==> config.mk <==
export PLATFORM = sky130hd
export DESIGN_NAME = flappy_control_top
export DESIGN_NICKNAME = d
export VERILOG_FILES = /design/src/design/flappy_pkg.sv /design/src/design/flappy_control_top.sv /design/src/design/score_keeper.sv /design/src/design/pillar_lane.sv /design/src/design/course_tuner.sv /design/src/design/hit_tracker.sv /design/src/design/game_fsm.sv
export SDC_FILE = /design/constraint.sdc
export NUM_CORES = 1
export LEC_CHECK = 0
export BUFFER_PORTS_ARGS = -buffer_cell sky130_fd_sc_hd__buf_2
export CORE_MARGIN = 2
export CORE_UTILIZATION = 40
export CTS_CLUSTER_DIAMETER = 150
export CTS_CLUSTER_SIZE = 20
export DETAILED_ROUTE_END_ITERATION = 8
export GPL_TIMING_DRIVEN = 0
export SLEW_MARGIN = 40
export SYNTH_ARGS = -nofsm -noshare
export SYNTH_HDL_FRONTEND = slang
export SYNTH_HIERARCHICAL = 1
export SYNTH_SLANG_ARGS = --single-unit
==> constraint.sdc <==
create_clock -name clk -period 3.15 [get_ports clk]
set_input_delay 0.63 -clock clk [delete_from_list [all_inputs] [get_ports clk]]
set_output_delay 0.63 -clock clk [all_outputs]
set_load 0.005 [all_outputs]
==> src/design/flappy_pkg.sv <==
package flappy_pkg;

  //////////////////////////////
  // game states
  //////////////////////////////
  typedef enum logic [2:0] {
    WELCOME      = 3'd0,
    INITIAL_GAME = 3'd1,
    NORMAL_MODE  = 3'd2,
    CHEAT_MODE   = 3'd3,
    DEAD         = 3'd4
  } game_state_e;

  // pickup kinds, move and still are not used any more
  typedef enum logic [2:0] {
    PEA_MOVE   = 3'd0,
    PEA_HARM   = 3'd1,
    PEA_LIFE   = 3'd2,
    PEA_WIDEN  = 3'd3,
    PEA_STILL  = 3'd4,
    PEA_NARROW = 3'd5,
    PEA_FAST   = 3'd6,
    PEA_SLOW   = 3'd7
  } pea_kind_e;

  //////////////////////////////
  // bundles
  //////////////////////////////
  typedef struct packed {
    logic choose1;
    logic choose2;
    logic up;
    logic enter;
  } buttons_t;

  typedef struct packed {
    logic      get;
    pea_kind_e kind;
  } pea_event_t;

  typedef struct packed {
    logic       valid;
    logic [8:0] h;
  } pillar_view_t;

  // bcd digits, index 3 is the most significant
  typedef struct packed {
    logic [3:0][3:0] high;
    logic [3:0][3:0] current;
  } score_t;

  //////////////////////////////
  // game constants
  //////////////////////////////
  localparam logic [8:0] RESPAWN_H   = 9'd350;
  localparam logic [8:0] SCORE_POINT = 9'd100;

  localparam logic [9:0] GAP_DEFAULT = 10'd178;
  localparam logic [9:0] GAP_STEP    = 10'd50;
  localparam logic [9:0] GAP_MIN     = 10'd128;
  localparam logic [9:0] GAP_MAX     = 10'd228;

  localparam logic [2:0] SPEED_DEFAULT = 3'd2;
  localparam logic [2:0] SPEED_FAST    = 3'd3;

  localparam logic [3:0] LIFE_START = 4'd5;
  localparam logic [3:0] LIFE_MAX   = 4'd15;

  localparam logic [7:0] HIT_LEN   = 8'd200;
  localparam logic [7:0] FLASH_LEN = 8'd10;

endpackage
==> src/design/flappy_control_top.sv <==
`timescale 1ns/1ns

module flappy_control_top (
  input  logic                     clk,
  input  logic                     rst_n,
  input  flappy_pkg::buttons_t     buttons,
  input  logic                     crash,
  input  flappy_pkg::pea_event_t   pea,
  output flappy_pkg::game_state_e  state,
  output logic                     intro_valid,
  output logic                     intro_type,
  output logic                     flash,
  output logic                     bird_visible,
  output logic [3:0]               life,
  output logic [9:0]               gap_width,
  output flappy_pkg::pillar_view_t pillar0,
  output flappy_pkg::pillar_view_t pillar1,
  output flappy_pkg::score_t       score
);

  logic [2:0] speed;
  logic       pass0;
  logic       pass1;

  //////////////////////////////
  // game flow
  //////////////////////////////
  game_fsm u_fsm (
    .clk(clk), .rst_n(rst_n), .buttons(buttons), .life(life),
    .state(state), .intro_valid(intro_valid), .intro_type(intro_type)
  );

  hit_tracker u_hit (
    .clk(clk), .rst_n(rst_n), .crash(crash), .pea(pea), .state(state),
    .life(life), .flash(flash), .bird_visible(bird_visible)
  );

  course_tuner u_course (
    .clk(clk), .rst_n(rst_n), .pea(pea), .state(state),
    .gap_width(gap_width), .speed(speed)
  );

  //////////////////////////////
  // pillars and score
  //////////////////////////////
  // lanes start staggered across the screen
  pillar_lane #(.START_H(9'd50)) u_lane0 (
    .clk(clk), .rst_n(rst_n), .state(state), .speed(speed), .view(pillar0), .pass(pass0)
  );

  pillar_lane #(.START_H(9'd224)) u_lane1 (
    .clk(clk), .rst_n(rst_n), .state(state), .speed(speed), .view(pillar1), .pass(pass1)
  );

  score_keeper #(.DIGITS(4)) u_score (
    .clk(clk), .rst_n(rst_n), .state(state), .pass0(pass0), .pass1(pass1), .score(score)
  );

endmodule

==> src/design/score_keeper.sv <==
`timescale 1ns/1ns

module score_keeper #(
  parameter int DIGITS = 4
) (
  input  logic                    clk,
  input  logic                    rst_n,
  input  flappy_pkg::game_state_e state,
  input  logic                    pass0,
  input  logic                    pass1,
  output flappy_pkg::score_t      score
);

  logic [DIGITS-1:0][3:0] cur;
  logic [DIGITS-1:0][3:0] cur_inc;
  logic [DIGITS-1:0][3:0] high;
  logic                   carry;
  logic                   add;

  assign add = (pass0 || pass1)
               && ((state == flappy_pkg::NORMAL_MODE) || (state == flappy_pkg::CHEAT_MODE));

  //////////////////////////////
  // bcd increment
  //////////////////////////////
  always_comb
  begin
    carry   = 1'b1;
    cur_inc = cur;
    for (int i = 0; i < DIGITS; i++)
    begin
      if (carry)
      begin
        if (cur[i] == 4'd9)
        begin
          // roll over, carry ripples on
          cur_inc[i] = 4'd0;
        end
        else
        begin
          cur_inc[i] = cur[i] + 4'd1;
          carry      = 1'b0;
        end
      end
    end
  end

  always_ff @(posedge clk or negedge rst_n)
  begin
    if (!rst_n)
      cur <= '0;
    else if (state == flappy_pkg::WELCOME)
      cur <= '0;
    else if (add)
      cur <= cur_inc;
  end

  // bcd digits compare correctly as a plain vector
  always_ff @(posedge clk or negedge rst_n)
  begin
    if (!rst_n)
      high <= '0;
    else if (cur > high)
      high <= cur;
  end

  assign score.high    = high;
  assign score.current = cur;

endmodule

==> src/design/pillar_lane.sv <==
`timescale 1ns/1ns

module pillar_lane #(
  parameter logic [8:0] START_H = 9'd50
) (
  input  logic                     clk,
  input  logic                     rst_n,
  input  flappy_pkg::game_state_e  state,
  input  logic [2:0]               speed,
  output flappy_pkg::pillar_view_t view,
  output logic                     pass
);

  logic       playing;
  logic       wrap;
  logic [8:0] step_h;

  assign playing = (state == flappy_pkg::NORMAL_MODE) || (state == flappy_pkg::CHEAT_MODE);
  // too close to the left edge for another step
  assign wrap    = view.h < 9'(speed);
  assign step_h  = view.h - 9'(speed);

  //////////////////////////////
  // position and valid
  //////////////////////////////
  always_ff @(posedge clk or negedge rst_n)
  begin
    if (!rst_n)
    begin
      view <= '0;
    end
    else if (state == flappy_pkg::INITIAL_GAME)
    begin
      view.h     <= START_H;
      view.valid <= 1'b0;
    end
    else if (playing && wrap)
    begin
      view.h     <= flappy_pkg::RESPAWN_H;
      view.valid <= 1'b1;
    end
    else if (playing)
    begin
      view.h <= step_h;
    end
    else if (state == flappy_pkg::WELCOME)
    begin
      view.valid <= 1'b0;
    end
  end

  // pulse on the step that crosses the scoring point
  always_ff @(posedge clk or negedge rst_n)
  begin
    if (!rst_n)
      pass <= 1'b0;
    else
      pass <= playing && view.valid
              && (view.h > flappy_pkg::SCORE_POINT)
              && (step_h <= flappy_pkg::SCORE_POINT);
  end

endmodule

==> src/design/course_tuner.sv <==
`timescale 1ns/1ns

module course_tuner (
  input  logic                    clk,
  input  logic                    rst_n,
  input  flappy_pkg::pea_event_t  pea,
  input  flappy_pkg::game_state_e state,
  output logic [9:0]              gap_width,
  output logic [2:0]              speed
);

  //////////////////////////////
  // gap width
  //////////////////////////////
  always_ff @(posedge clk or negedge rst_n)
  begin
    if (!rst_n)
      gap_width <= flappy_pkg::GAP_DEFAULT;
    else if (state == flappy_pkg::INITIAL_GAME)
      gap_width <= flappy_pkg::GAP_DEFAULT;
    else if (pea.get && pea.kind == flappy_pkg::PEA_WIDEN)
      gap_width <= (gap_width >= flappy_pkg::GAP_MAX - flappy_pkg::GAP_STEP) ?
                   flappy_pkg::GAP_MAX : gap_width + flappy_pkg::GAP_STEP;
    else if (pea.get && pea.kind == flappy_pkg::PEA_NARROW)
      gap_width <= (gap_width <= flappy_pkg::GAP_MIN + flappy_pkg::GAP_STEP) ?
                   flappy_pkg::GAP_MIN : gap_width - flappy_pkg::GAP_STEP;
  end

  //////////////////////////////
  // scroll speed
  //////////////////////////////
  always_ff @(posedge clk or negedge rst_n)
  begin
    if (!rst_n)
      speed <= flappy_pkg::SPEED_DEFAULT;
    else if (state == flappy_pkg::INITIAL_GAME)
      speed <= flappy_pkg::SPEED_DEFAULT;
    else if (pea.get && pea.kind == flappy_pkg::PEA_FAST)
      speed <= flappy_pkg::SPEED_FAST;
    else if (pea.get && pea.kind == flappy_pkg::PEA_SLOW)
      speed <= flappy_pkg::SPEED_DEFAULT;
  end

endmodule

==> src/design/hit_tracker.sv <==
`timescale 1ns/1ns

module hit_tracker (
  input  logic                    clk,
  input  logic                    rst_n,
  input  logic                    crash,
  input  flappy_pkg::pea_event_t  pea,
  input  flappy_pkg::game_state_e state,
  output logic [3:0]              life,
  output logic                    flash,
  output logic                    bird_visible
);

  logic [7:0] hit_timer;
  logic       hit_start;
  logic       life_pea;

  // a hit only counts while the timer is idle
  assign hit_start = (crash || (pea.get && pea.kind == flappy_pkg::PEA_HARM))
                     && (hit_timer == 8'd0) && (state != flappy_pkg::DEAD);
  assign life_pea  = pea.get && (pea.kind == flappy_pkg::PEA_LIFE);

  //////////////////////////////
  // hit timer
  //////////////////////////////
  always_ff @(posedge clk or negedge rst_n)
  begin
    if (!rst_n)
      hit_timer <= 8'd0;
    else if (state == flappy_pkg::INITIAL_GAME)
      hit_timer <= 8'd0;
    else if (hit_start)
      hit_timer <= 8'd1;
    else if (hit_timer == flappy_pkg::HIT_LEN)
      hit_timer <= 8'd0;
    else if (hit_timer != 8'd0)
      hit_timer <= hit_timer + 8'd1;
  end

  //////////////////////////////
  // life count
  //////////////////////////////
  always_ff @(posedge clk or negedge rst_n)
  begin
    if (!rst_n)
      life <= 4'd0;
    else if (state == flappy_pkg::INITIAL_GAME)
      life <= flappy_pkg::LIFE_START;
    else if (life_pea && life != flappy_pkg::LIFE_MAX)
      life <= life + 4'd1;
    else if (hit_start && state == flappy_pkg::NORMAL_MODE && life != 4'd0)
      life <= life - 4'd1;
  end

  // short flash at the start of a hit, then blink while recovering
  always_ff @(posedge clk or negedge rst_n)
  begin
    if (!rst_n)
    begin
      flash        <= 1'b0;
      bird_visible <= 1'b1;
    end
    else
    begin
      flash        <= (hit_timer != 8'd0) && (hit_timer < flappy_pkg::FLASH_LEN);
      bird_visible <= !((hit_timer != 8'd0) && (state != flappy_pkg::DEAD)
                        && (hit_timer[4:3] == 2'b00));
    end
  end

endmodule

==> src/design/game_fsm.sv <==
`timescale 1ns/1ns

module game_fsm (
  input  logic                   clk,
  input  logic                   rst_n,
  input  flappy_pkg::buttons_t   buttons,
  input  logic [3:0]             life,
  output flappy_pkg::game_state_e state,
  output logic                   intro_valid,
  output logic                   intro_type
);

  //////////////////////////////
  // state register
  //////////////////////////////
  always_ff @(posedge clk or negedge rst_n)
  begin
    if (!rst_n)
    begin
      state <= flappy_pkg::WELCOME;
    end
    else
    begin
      case (state)
        flappy_pkg::WELCOME:
        begin
          if (buttons.up)
            state <= flappy_pkg::INITIAL_GAME;
        end
        // one cycle of setup only
        flappy_pkg::INITIAL_GAME:
        begin
          state <= flappy_pkg::NORMAL_MODE;
        end
        flappy_pkg::NORMAL_MODE:
        begin
          if (buttons.choose2)
            state <= flappy_pkg::CHEAT_MODE;
          else if (life == 4'd0)
            state <= flappy_pkg::DEAD;
        end
        // no death check, cheat mode never loses life
        flappy_pkg::CHEAT_MODE:
        begin
          if (buttons.choose1)
            state <= flappy_pkg::NORMAL_MODE;
        end
        flappy_pkg::DEAD:
        begin
          if (buttons.enter)
            state <= flappy_pkg::WELCOME;
        end
        default:
        begin
          state <= flappy_pkg::WELCOME;
        end
      endcase
    end
  end

  // banner lags the state by one cycle
  always_ff @(posedge clk or negedge rst_n)
  begin
    if (!rst_n)
    begin
      intro_valid <= 1'b0;
      intro_type  <= 1'b0;
    end
    else
    begin
      intro_valid <= (state == flappy_pkg::WELCOME) || (state == flappy_pkg::DEAD);
      intro_type  <= (state == flappy_pkg::DEAD);
    end
  end

endmodule

==> metrics.sh, run 1 <==
INTERNAL_POWER_mW=3.369
BEGINNING_OF_THE_CRITICAL_PATH='u_score/score[15]'
DETAIL_ROUTE.VIAS_PER_CELL=5.796
MIN-DELAY-PATH-CLASS='in -> async'
FINAL_NETS=809
HIGHEST_CLOCK_RATE_MHz=355.4
DRT.ANTENNA.VIOLATING_NETS=0
CRIT_TYPE='reg -> reg'
SYNTHMUXAREASHARE_PCT=1.247
RSZ0062_AT_GRT='no'
SYNTH-EDFF-COUNT=0
SYN_TO_FINAL_GROWTH_PCT=16.53
DP_SLACK_NS=0.2865
TOTAL_LEAKAGE_POWER_nW=3.155
R2R_SLACK_NS=0.34
CTS_REPAIR_RESIZE_COUNT=0
TYPE_OF_ELEMENT_CAPTURING_THE_CRITICAL_PATH='register'
SYNTH-ADDER-AREA-SHARE_PCT=8.622
FINALMAXSLEWVIOLATIONS=0
DETAILEDROUTE.FIRSTITERATIONVIOLATIONS=235
XOR_AND_XNOR_AREA_SHARE_AFTER_SYNTHESIS_PCT=2.811
CRIT_REQUIRED_NS=3.41
GRT_FIRST_PASS_WIRELENGTH_UM=25460
DRV.MAX_CAP_VIOLATION_COUNT=0
CTSROOTBUFFERMASTER='sky130_fd_sc_hd__clkbuf_16'
SYNTH_AREA_PER_CELL_UM2=8.917
WORST_SKEW_PAIR.LATE_LATENCY_NS=0.34
GRT_MAX_DEGREE=56
SYN-INSTANCE-COUNT=664
CTS_TREE='yes'
ROUTED-VIA-COUNT=5495
COUNT_OF_BUFFERS_FROM_PORT_BUFFERING=82
HOLD_SLACK_FINAL_NS=0.1614
WORST_CLOCK_SKEW_NS=0.005219
IO_PINS=84
DESIGN.DIE.AREA_UM2=15790
STARTPOINT_TYPE='register'
COMB_POWER_SHARE_PCT=51.5
ROUTEDWLPERCELL_UM=16.05
FINALHOLDVIOLATIONS=0
SYNTH_MOST_COMMON_CELL='sky130_fd_sc_hd__dfrtp_1'
MIN_TCLK_POST_ROUTE_NS=2.814
TRITONCTS.NUM_BUFFERS=9
CLK_TRANSITION_REPORTED_PATHS_NS=0.06
TIGHTEST_SLEW_NS=0.7681
TNS_NS=0
SYNTH-SEQ-AREA-SHARE_PCT=35.19
P_CLK_SHARE_PCT=16.9
POWERDENSITY_nW_PER_UM2=894.5
HPWL_UM=11280
FLOORPLAN.DIE.WIDTH_UM=125.7
SYNTH_FLOP_CELL='sky130_fd_sc_hd__dfrtp_1'
CP_MAX_FO=10
CTS_SINKS=83
YOSYSWARNINGCOUNT=6
POSTCTSHOLDBUFS=0
GRT_ANTENNA_BEFORE_REPAIR=0
POSTLAYOUTSETUPSLACKWORST_NS=0.3363
POST_ROUTE_CELLS_DRIVE_ABOVE_1_SHARE_PCT=19.90
DETAIL_ROUTE.WIRELENGTH_UM=15220
FLOORPLAN.INITIALDENSITY_PCT=40.89
SYNTH.LIB_CELLS_USED.DISTINCT=95
DRT_FIRST_PASS_ITERS=4
TIMING.SLEW.HEADROOM_PCT=48.40
GLOBAL_ROUTE.USAGE.TOTAL_PCT=19.37
ROW_COUNT=44
DATA_ARRIVAL_TIME_OF_THE_CRITICAL_PATH_NS=3.07
VIAS_IN_THE_FIRST_GLOBAL_ROUTE=5211
YS_FF_LATCH=83
WORSTREG2REGSTART='u_score/score[15]'
POSTSYNTH.ASYNCRESETSHARE_PCT=100.0
HTREE_NUM_LEVELS=3
WORST_IR_DROP_VDD_mV=0.4556
DETAIL_ROUTE.DRC_VIOLATIONS=0
SYNTHDOMINANTAREACELLTYPE='sky130_fd_sc_hd__dfrtp_1'
CLOCK_PATH_BUFFERS=2
WORSTREGTOREGCELLS=8
GRT_REMAINING_OVERFLOW=0
FINALCRITPERIODSHARE_PCT=89.32
REG2REG_TO='u_score/score[20]'
FINALWEIGHTEDCONGESTION=0.8893
POWER_FRAC_SEQ_PCT=31.6
CHIPHEIGHT_UM=125.7
POWER_mW=6.171
SETUP_VIOLATIONS=0
ANTENNA_CELLS=0
SYNTH_SIMPLE_GATE_AREA_SHARE_PCT=24.58
NETSWITCHINGPOWER_mW=2.802
FP.COREAREA_UM2=14480
POSTCTSSETUPREPAIRBUFS=0
SYNTH_TOP_AREA_SHARE_PCT=32.97
POST_SYNTH_INSTANCE_AREA_UM2=5921
LARGEST_FAMILY_OF_LOGIC_CELLS_BY_SYNTHESIZED_AREA='simple AND/OR/NAND/NOR gates'
CELL_TYPES_OCCUPYING_THE_MOST_AREA_AFTER_SYNTHESIS='sky130_fd_sc_hd__dfrtp_1 33%, sky130_fd_sc_hd__ha_1 7.6%, sky130_fd_sc_hd__nand3_1 3.6%'
POWER.SHARE.SWITCHING_PCT=45.41
SYNTH_TOP_CELLS_BY_COUNT='78 x sky130_fd_sc_hd__dfrtp_1, 49 x sky130_fd_sc_hd__nand2_1, 49 x sky130_fd_sc_hd__nor2_1'
SYNTH_COMPOUND_GATE_AREA_SHARE_PCT=22.02
STATUS='complete, no violations'
-- power by group through the flow --
stage | Combinational [mW] | Clock (mW) | Sequential [mW]
after global placement | 3.06 | 0 | 1.95
after detailed placement | 3.14 | 0 | 1.97
after global routing | 3.55 | 1.12 | 2.02
after CTS | 3.16 | 1.07 | 1.95
final | 3.18 | 1.04 | 1.95
after floorplan | 2.27 | 0 | 1.86
-- area by class of cell --
class,count,area [um2]
repair buffers,83,444.2
clock inverters,1,5.005
multi-input cells,506,3526
clock buffers,15,287.8
inverters,46,172.7
well taps,184,230.2
plain buffers,30,147.6
flip-flops and latches,83,2086
fillers,1409,7580
-- stage by stage --
step | std cells | utilization, % | instance area, um2
floorplan | 665 | - | 5924
global placement | 931 | 45.34 | 6565
detailed placement | 932 | 45.63 | 6606
CTS | 948 | 47.65 | 6899
global route | 948 | 47.65 | 6899
finish | 948 | 47.65 | 6899
-- per-layer routing --
layer | up-vias | global-route usage, % | routed length [um]
met2 | 118 | 33.61 | 7419
met1 | 2694 | 25.07 | 6985
li1 | 2666 | - | -
met3 | 17 | 2.549 | 594
met5 | - | 0 | 0
met4 | 0 | 6.340 | 218
-- state kept, by name, summed over array words and instances, names as in the netlist, 3 cells and up --
register            flops
u_hit/hit_timer         8
u_course/gap_width      9
u_lane0/view           10
u_lane1/view           10
u_fsm/state             3
u_hit/life              4
u_score/score          32
-- cells by family (layout without fill, tap and decap cells) --
family	count (synthesis)	after routing
other cells	2	3
simple gates	256	256
compound gates	182	182
xor+xnor	19	19
flops	83	83
buf+inv	76	175
fa+ha+maj	39	39
mux	7	7
-- worst max-delay path, cell delays in order, from the launching register on --
cell and delay, ns:
sky130_fd_sc_hd__dfrtp_1 0.48, sky130_fd_sc_hd__ha_1 0.37, sky130_fd_sc_hd__nand4_1 0.21, sky130_fd_sc_hd__nor3_1 0.70, sky130_fd_sc_hd__or3_1 0.20, sky130_fd_sc_hd__clkbuf_1 0.21, sky130_fd_sc_hd__buf_2 0.23, sky130_fd_sc_hd__o311ai_0 0.18
sky130_fd_sc_hd__o211ai_1 0.14
-- cell usage in the layout, fill, tap and decap left out, types with 11 or more instances in the layout --
cell type | Yosys | layout
sky130_fd_sc_hd__nor3_1 | 11 | 11
sky130_fd_sc_hd__nand3_1 | 42 | 42
sky130_fd_sc_hd__o211ai_1 | 17 | 17
sky130_fd_sc_hd__ha_1 | 36 | 36
sky130_fd_sc_hd__nor4_1 | 21 | 21
sky130_fd_sc_hd__o311ai_0 | 17 | 17
sky130_fd_sc_hd__buf_2 | 6 | 87
sky130_fd_sc_hd__clkbuf_1 | 17 | 19
sky130_fd_sc_hd__dfrtp_1 | 78 | 76
sky130_fd_sc_hd__xor2_1 | 15 | 15
sky130_fd_sc_hd__nand2_1 | 49 | 49
sky130_fd_sc_hd__o21ai_1 | 11 | 11
sky130_fd_sc_hd__o21ai_0 | 29 | 29
sky130_fd_sc_hd__a21oi_1 | 36 | 36
sky130_fd_sc_hd__nor2_1 | 49 | 49
sky130_fd_sc_hd__inv_1 | 45 | 45
-- worst max-delay path by stage --
stage	to	slack [ns]	cells after the start
2_1_floorplan	u_hit/life[3]	0.66	8
3_3_place_gp	u_score/score[15]	0.32	5
3_5_place_dp	u_hit/life[3]	0.29	9
4_1_cts	u_score/score[20]	0.37	8
5_1_grt	u_score/score[19]	0.12	8
6_report	u_score/score[20]	0.34	8
Note: power is estimated with default switching activity, not from simulation.
==> run 2, diff against run 1 <==
--- a/config.mk
+++ b/config.mk
@@ -5,6 +5,7 @@
 export SDC_FILE = /design/constraint.sdc
 export NUM_CORES = 1
 export LEC_CHECK = 0
+export ABC_AREA = 1
 export BUFFER_PORTS_ARGS = -buffer_cell sky130_fd_sc_hd__buf_2
 export CORE_MARGIN = 2
 export CORE_UTILIZATION = 40
==> run 2 against run 1 <==
Maximum frequency is 39% higher; flip-flop and latch count did not move; power is 13% higher; worst setup slack improved by 0.79 ns; wire length shrank 8.4%; via count is 4.8% lower; worst hold slack got worse by 0.013 ns; clock-buffer cell count down 6; cell count grew 14%; sequential share of layout area is 0.13 points lower; clock skew rose by 0.0065 ns; design area is 0.31% higher.
==> metrics.sh, run 2 <==
STATUS='complete, no violations'
YOSYSWARNINGCOUNT=6  # unchanged
YS_FF_LATCH=83  # unchanged
SYNTH.LIB_CELLS_USED.DISTINCT=52  # -45%
ROUTED-VIA-COUNT=5229  # -4.8%
DETAIL_ROUTE.WIRELENGTH_UM=13930  # -8.4%
GRT_MAX_DEGREE=56  # unchanged
SYNTH-EDFF-COUNT=0  # unchanged
HPWL_UM=10330  # -8.5%
FINALHOLDVIOLATIONS=0  # unchanged
POST_SYNTH_INSTANCE_AREA_UM2=5896  # -0.42%
MIN-DELAY-PATH-CLASS='in -> async'
MIN_TCLK_POST_ROUTE_NS=2.022  # -0.7916 ns
FP.COREAREA_UM2=14480  # unchanged
ROUTEDWLPERCELL_UM=12.89  # -20%
SYNTH_MOST_COMMON_CELL='sky130_fd_sc_hd__nand2_1'
VIAS_IN_THE_FIRST_GLOBAL_ROUTE=4974  # -4.5%
WORST_IR_DROP_VDD_mV=0.4285  # -6.0%
SETUP_VIOLATIONS=0  # unchanged
ROW_COUNT=44  # unchanged
DETAIL_ROUTE.DRC_VIOLATIONS=0  # unchanged
LARGEST_REG_FLOPS=32  # unchanged
CP_MAX_FO=8  # -2
POSTCTSSETUPREPAIRBUFS=0  # unchanged
CRIT_TYPE='in -> reg'
DRT.ANTENNA.VIOLATING_NETS=0  # unchanged
FINALCRITPERIODSHARE_PCT=64.19  # -25 points
TIGHTEST_SLEW_NS=0.6563  # -0.1118 ns
DETAILEDROUTE.FIRSTITERATIONVIOLATIONS=276  # +17%
DP_SLACK_NS=0.7221  # +0.4357 ns
DATA_ARRIVAL_TIME_OF_THE_CRITICAL_PATH_NS=2.27  # -0.80 ns
POSTCTSHOLDBUFS=0  # unchanged
POSTSYNTH.ASYNCRESETSHARE_PCT=100.0  # unchanged
POWERDENSITY_nW_PER_UM2=1005  # +12%
CLOCK_PATH_BUFFERS=2  # unchanged
FINALWEIGHTEDCONGESTION=0.8729  # -1.8%
TIMING.SLEW.HEADROOM_PCT=56.25  # +7.8 points
CTS_TREE='yes'
WORST_SKEW_PAIR.LATE_LATENCY_NS=0.35  # about the same
STDCELL_AREA_UM2=6920  # +0.31%
CELL_TYPES_OCCUPYING_THE_MOST_AREA_AFTER_SYNTHESIS='sky130_fd_sc_hd__dfrtp_1 33%, sky130_fd_sc_hd__nand2_1 14%, sky130_fd_sc_hd__ha_1 7.6%'
FINALMAXSLEWVIOLATIONS=0  # unchanged
SYNTH_TOP_AREA_SHARE_PCT=33.11  # +0.14 points
SYNTH_FLOP_CELL='sky130_fd_sc_hd__dfrtp_1'
SYNTH-SEQ-AREA-SHARE_PCT=35.34  # +0.15 points
WORST_CLOCK_SKEW_NS=0.01170  # +0.006478 ns
SYN_TO_FINAL_GROWTH_PCT=17.38
DRT_FIRST_PASS_ITERS=4  # unchanged
MOST_COMMON_LIBRARY_CELL_IN_THE_LAYOUT_IGNORING_FILL_AND_TAPS='sky130_fd_sc_hd__nand2_1'
POSTLAYOUTSETUPSLACKWORST_NS=1.128  # +0.7916 ns
ANTENNA_CELLS=0  # unchanged
GRT_ANTENNA_BEFORE_REPAIR=0  # unchanged
HIGHEST_CLOCK_RATE_MHz=494.5  # +39%
SYNTHDOMINANTAREACELLTYPE='sky130_fd_sc_hd__dfrtp_1'
MOST-COMMON-LAYOUT-CELLS='220 x sky130_fd_sc_hd__nand2_1, 109 x sky130_fd_sc_hd__inv_1, 82 x sky130_fd_sc_hd__buf_2'
TNS_NS=0  # unchanged
TYPE_OF_ELEMENT_CAPTURING_THE_CRITICAL_PATH='register'
GLOBAL_ROUTE.USAGE.TOTAL_PCT=18.51  # -0.86 points
GRT_FIRST_PASS_WIRELENGTH_UM=23940  # -6.0%
POST_ROUTE_CELLS_DRIVE_ABOVE_1_SHARE_PCT=20.74  # +0.84 points
DESIGN.DIE.AREA_UM2=15730  # -0.41%
SYNTH_TOP_CELLS_BY_COUNT='220 x sky130_fd_sc_hd__nand2_1, 109 x sky130_fd_sc_hd__inv_1, 78 x sky130_fd_sc_hd__dfrtp_1'
FLOORPLAN.INITIALDENSITY_PCT=40.72  # -0.17 points
IO_PINS=84  # unchanged
DRV.MAX_CAP_VIOLATION_COUNT=0  # unchanged
FLOORPLAN.DIE.WIDTH_UM=125.4  # -0.20%
CLK_TRANSITION_REPORTED_PATHS_NS=0.07  # about the same
CHIPHEIGHT_UM=125.4  # -0.20%
SYN-INSTANCE-COUNT=797  # +20%
DETAILED_PLACE.AREA_UM2=6574  # -0.49%
DETAIL_ROUTE.VIAS_PER_CELL=4.837  # -17%
CRIT_REQUIRED_NS=3.40  # about the same
GRT_REMAINING_OVERFLOW=0  # unchanged
SYNTH_AREA_PER_CELL_UM2=7.397  # -17%
CTS_SINKS=83  # unchanged
COUNT_OF_BUFFERS_FROM_PORT_BUFFERING=82  # unchanged
HTREE_NUM_LEVELS=3  # unchanged
RSZ0062_AT_GRT='no'
CTSROOTBUFFERMASTER='sky130_fd_sc_hd__clkbuf_16'
FINAL_NETS=942  # +16%
TRITONCTS.NUM_BUFFERS=9  # unchanged
STARTPOINT_TYPE='input port'
CTS_REPAIR_RESIZE_COUNT=0  # unchanged
TOTAL_LEAKAGE_POWER_nW=3.735  # +18%
==> run 2: logic make-up after synthesis <==
family / share of synthesized area [%]
other cells: 0.1274
compound gates: 8.404
xor+xnor: 1.189
fa+ha+maj: 8.659
simple gates: 37.31
flops: 35.34
buf+inv: 8.977
==> run 2: where the power goes <==
group	switching, mW	total (mW)	internal [mW]
clock	0.470	1.25	0.781
combinational	2.37	3.80	1.43
sequential	0.473	1.90	1.43
total	3.32	6.96	3.64
==> run 2: stage by stage <==
| step | utilization (%) | hold WS (ns) | total power, mW | instances |
|---|---|---|---|---|
| 5_1_grt | 47.80 | 0.1646 | 7.687 | 1081 |
| 3_3_place_gp | 45.17 | 0.4791 | 5.697 | 1064 |
| 2_1_floorplan | - | 0.3344 | 4.650 | 798 |
| 3_5_place_dp | 45.40 | 0.4835 | 5.743 | 1065 |
| 6_report | 47.80 | 0.1488 | 6.956 | 1081 |
| 4_1_cts | 47.80 | 0.1466 | 7.036 | 1081 |
==> run 2: per-layer routing <==
metal	track usage, %	vias to the layer above	part of all wire [%]
met3	2.696	12	3.0
met1	25.55	2371	50
met5	0	-	0
met4	5.621	0	1.3
li1	-	2761	-
met2	30.21	85	46
==> run 2: final timing paths <==
| kind | cells past startpoint | endpoint | from | slack, ns |
|---|---|---|---|---|
| min reg2reg | 2 | u_score/score[26] | u_score/score[26] | 0.50 |
| max in group asynchronous | 2 | u_hit/bird_visible | rst_n | 2.34 |
| min | 1 | u_score/score[25] | rst_n | 0.15 |
| max | 12 | u_hit/life[3] | pea[0] | 1.13 |
| min in group clk | 2 | u_score/score[26] | u_score/score[26] | 0.50 |
| max reg2reg | 10 | u_lane0/pass | u_lane0/view[0] | 1.14 |
==> run 2: worst max-delay path: stages <==
cell and delay (ns):
sky130_fd_sc_hd__buf_2 0.13, sky130_fd_sc_hd__inv_1 0.07, sky130_fd_sc_hd__nand2_1 0.05, sky130_fd_sc_hd__nor2_1 0.26
sky130_fd_sc_hd__nand2_1 0.26, sky130_fd_sc_hd__ha_1 0.39, sky130_fd_sc_hd__a21oi_1 0.15, sky130_fd_sc_hd__nand2_1 0.08
sky130_fd_sc_hd__nand3_1 0.08, sky130_fd_sc_hd__nand2_1 0.05, sky130_fd_sc_hd__nor2_1 0.08, sky130_fd_sc_hd__nor2_1 0.04
==> run 2: cell type report <==
type / count / area [um2]
fillers: 1477 / 7559
multi-input cells: 585 / 3287
flip-flops and latches: 83 / 2083
inverters: 122 / 460.4
repair buffers: 83 / 444.2
well taps: 184 / 230.2
clock buffers: 9 / 225.2
clock inverters: 7 / 121.4
plain buffers: 8 / 68.82
==> run 3, diff against run 2 <==
==> constraint.sdc (replaced) <==
create_clock -name clk -period 1.7 [get_ports clk]
set_input_delay 0.34 -clock clk [delete_from_list [all_inputs] [get_ports clk]]
set_output_delay 0.34 -clock clk [all_outputs]
set_load 0.005 [all_outputs]
==> run 3 against run 2 <==
The flow now finishes with violations (negative setup slack); clock power rose by 50%; combinational power rose by 150%; die area did not move; wire length rose by 7.2%; largest cell class unchanged.
==> metrics.sh, run 3 (synthesized netlist as in run 2, its figures left out) <==
STATUS='finished, violations left'
FAILED_CHECKS='negative setup slack'
STARTPOINT_TYPE='register'
FINALCRITPERIODSHARE_PCT=107.8
DATA_ARRIVAL_TIME_OF_THE_CRITICAL_PATH_NS=2.07  # -0.20 ns
ROW_COUNT=44  # unchanged
ANTENNA_CELLS=0  # unchanged
CRIT_REQUIRED_NS=1.94  # -1.46 ns
GRT_REMAINING_OVERFLOW=0  # unchanged
R2R_SLACK_NS=-0.13  # -1.27 ns
CLOCK_PATH_BUFFERS=2  # unchanged
FINALMAXSLEWVIOLATIONS=0  # unchanged
TYPE_OF_ELEMENT_CAPTURING_THE_CRITICAL_PATH='register'
POST_LAYOUT_NONFILLER_INSTANCES=1128  # +4.3%
SETUP_VIOLATIONS=21  # +21
LAYOUT.CORE_UTILIZATION_PCT=52.89  # +5.1 points
LARGEST_REG_FLOPS=32  # unchanged
GLOBAL_ROUTE.USAGE.TOTAL_PCT=18.99  # +0.48 points
POWERDENSITY_nW_PER_UM2=1927  # +92%
VIAS_IN_THE_FIRST_GLOBAL_ROUTE=5032  # +1.2%
CTS_SINKS=83  # unchanged
FINALHOLDVIOLATIONS=0  # unchanged
WORST_HOLD_PATH_STARTPOINT='buttons[0]'
FINALWEIGHTEDCONGESTION=0.8716  # -0.15%
MIN_TCLK_POST_ROUTE_NS=1.832
ROUTED-VIA-COUNT=5536  # +5.9%
CTSROOTBUFFERMASTER='sky130_fd_sc_hd__clkbuf_16'
RSZ0062_AT_GRT='yes'
HIGHEST_CLOCK_RATE_MHz=545.8
CHIPHEIGHT_UM=125.4  # unchanged
FLOORPLAN.DIE.WIDTH_UM=125.4  # unchanged
GRT_ANTENNA_BEFORE_REPAIR=0  # unchanged
PLACE.DETAILED.INSTANCES=1065  # unchanged
IO_PINS=84  # unchanged
WORSTREGTOREGCELLS=10  # unchanged
DRV.MAX_CAP_VIOLATION_COUNT=0  # unchanged
MIN-DELAY-PATH-CLASS='in -> reg'
HPWL_UM=10220  # -1.0%
DETAILEDROUTE.FIRSTITERATIONVIOLATIONS=301  # +9.1%
DRT.ANTENNA.VIOLATING_NETS=0  # unchanged
FP.COREAREA_UM2=14480  # unchanged
TOTAL_LEAKAGE_POWER_nW=4.005  # +7.2%
DETAIL_ROUTE.WIRELENGTH_UM=14940  # +7.2%
DRT_FIRST_PASS_ITERS=5  # +1
CLK_TRANSITION_REPORTED_PATHS_NS=0.06  # about the same
FINAL_NETS=989  # +5.0%
CP_MAX_FO=4  # -4
HTREE_NUM_LEVELS=3  # unchanged
FLOORPLAN.INITIALDENSITY_PCT=40.72  # unchanged
DETAIL_ROUTE.VIAS_PER_CELL=4.908  # +1.5%
TRITONCTS.NUM_BUFFERS=9  # unchanged
MOST_COMMON_LIBRARY_CELL_IN_THE_LAYOUT_IGNORING_FILL_AND_TAPS='sky130_fd_sc_hd__nand2_1'
GRT_FIRST_PASS_WIRELENGTH_UM=24410  # +2.0%
CTS_TREE='yes'
POSTLAYOUTSETUPSLACKWORST_NS=-0.1323  # -1.260 ns
COUNT_OF_BUFFERS_FROM_PORT_BUFFERING=82  # unchanged
WHS_ENDPOINT='u_fsm/state[2]'
DP_SLACK_NS=-0.4572  # -1.179 ns
WORST_SKEW_PAIR.LATE_LATENCY_NS=0.35  # about the same
CRIT_TYPE='reg -> reg'
ROUTEDWLPERCELL_UM=13.24  # +2.7%
POST_ROUTE_CELLS_DRIVE_ABOVE_1_SHARE_PCT=34.64  # +14 points
DETAIL_ROUTE.DRC_VIOLATIONS=0  # unchanged
WORSTREG2REGSTART='u_lane0/view[0]'
WORST_CLOCK_SKEW_NS=0.007372  # -0.004325 ns
DESIGN.DIE.AREA_UM2=15730  # unchanged
WORSTHOLDPATHCELLS=4
GRT_MAX_DEGREE=49  # -13%
SYN_TO_FINAL_GROWTH_PCT=29.88
WORST_IR_DROP_VDD_mV=1.140  # +170%
MOST-COMMON-LAYOUT-CELLS='181 x sky130_fd_sc_hd__nand2_1, 101 x sky130_fd_sc_hd__inv_1, 81 x sky130_fd_sc_hd__buf_2'
REG2REG_TO='u_lane0/pass'
## run 3: changes by cell type in the layout (fill, tap and decap cells not counted), moves of 10 or more
cell / before / now
sky130_fd_sc_hd__dfrtp_2: 0 / 16
sky130_fd_sc_hd__buf_4: 4 / 44
sky130_fd_sc_hd__nand2_1: 220 / 181
sky130_fd_sc_hd__ha_1: 36 / 26
sky130_fd_sc_hd__dfrtp_1: 78 / 60
sky130_fd_sc_hd__nand2_2: 12 / 43
## run 3: critical path, cell delays in order (launching register included)
cell                      delay, ns
sky130_fd_sc_hd__dfrtp_1       0.38
sky130_fd_sc_hd__inv_2         0.06
sky130_fd_sc_hd__ha_2          0.16
sky130_fd_sc_hd__inv_2         0.04
sky130_fd_sc_hd__fa_2          0.37
sky130_fd_sc_hd__nand2_4       0.11
sky130_fd_sc_hd__nand3_4       0.12
sky130_fd_sc_hd__o21ai_4       0.20
sky130_fd_sc_hd__nand3_2       0.09
sky130_fd_sc_hd__nor2_2        0.12
sky130_fd_sc_hd__nor2_1        0.05
## run 3: how the worst max path moves through the flow
stage,to,from
after CTS,u_score/score[18],u_score/score[26]
after global placement,u_lane1/view[3],rst_n
after detailed placement,u_hit/life[3],pea[0]
after floorplan,u_lane0/pass,u_lane0/view[0]
final,u_lane0/pass,u_lane0/view[0]
after global routing,u_lane0/pass,u_course/speed[0]
## run 3: final cells by class
| type | count | area [um2] |
|---|---|---|
| Clock buffer | 12 | 256.5 |
| Tap cell | 184 | 230.2 |
| Multi-Input combinational cell | 585 | 3651 |
| Clock inverter | 4 | 25.02 |
| Sequential cell | 83 | 2111 |
| Inverter | 122 | 462.9 |
| Fill cell | 1405 | 6822 |
| Buffer | 8 | 82.58 |
| Timing Repair Buffer | 130 | 838.3 |
## run 3: stage by stage
step | power, mW | TNS (ns) | hold WS [ns] | cell area (um2)
2_1_floorplan | 8.635 | 0 | 0.04441 | 5907
3_3_place_gp | 10.56 | -48.79 | 0.4784 | 6548
3_5_place_dp | 10.62 | -5.163 | 0.2735 | 6581
4_1_cts | 13.64 | -1.529 | 0.2499 | 7121
5_1_grt | 16.11 | -3.389 | 0.2870 | 7657
6_report | 14.75 | -0.7833 | 0.2637 | 7657
## run 3: routing by layer
layer	share of wire, %	GRT usage, %	wire (um)	vias to the layer above
met5	0	0	0	-
li1	-	-	-	2852
met4	1.6	6.732	238	0
met2	48	30.72	7152	109
met1	47	25.88	7043	2558
met3	3.4	3.038	504	17
## run 3: repair_timing
item | 4_1_cts | 5_1_grt
endpoints found under the hold margin | 31 | 0
pin swaps | 13 | 30
gates cloned | 1 | 1
gates resized for setup | 42 | 85
setup buffers | 12 | 32
hold buffers | 1 | 0
setup endpoints to repair | 45 | 40
## run 3: power breakdown
group          internal [mW]  switching, mW  total (mW)
Clock                   1.06          0.816        1.88
Combinational           3.96           5.36        9.32
Sequential              2.68          0.874        3.55
Total                   7.71           7.05        14.8
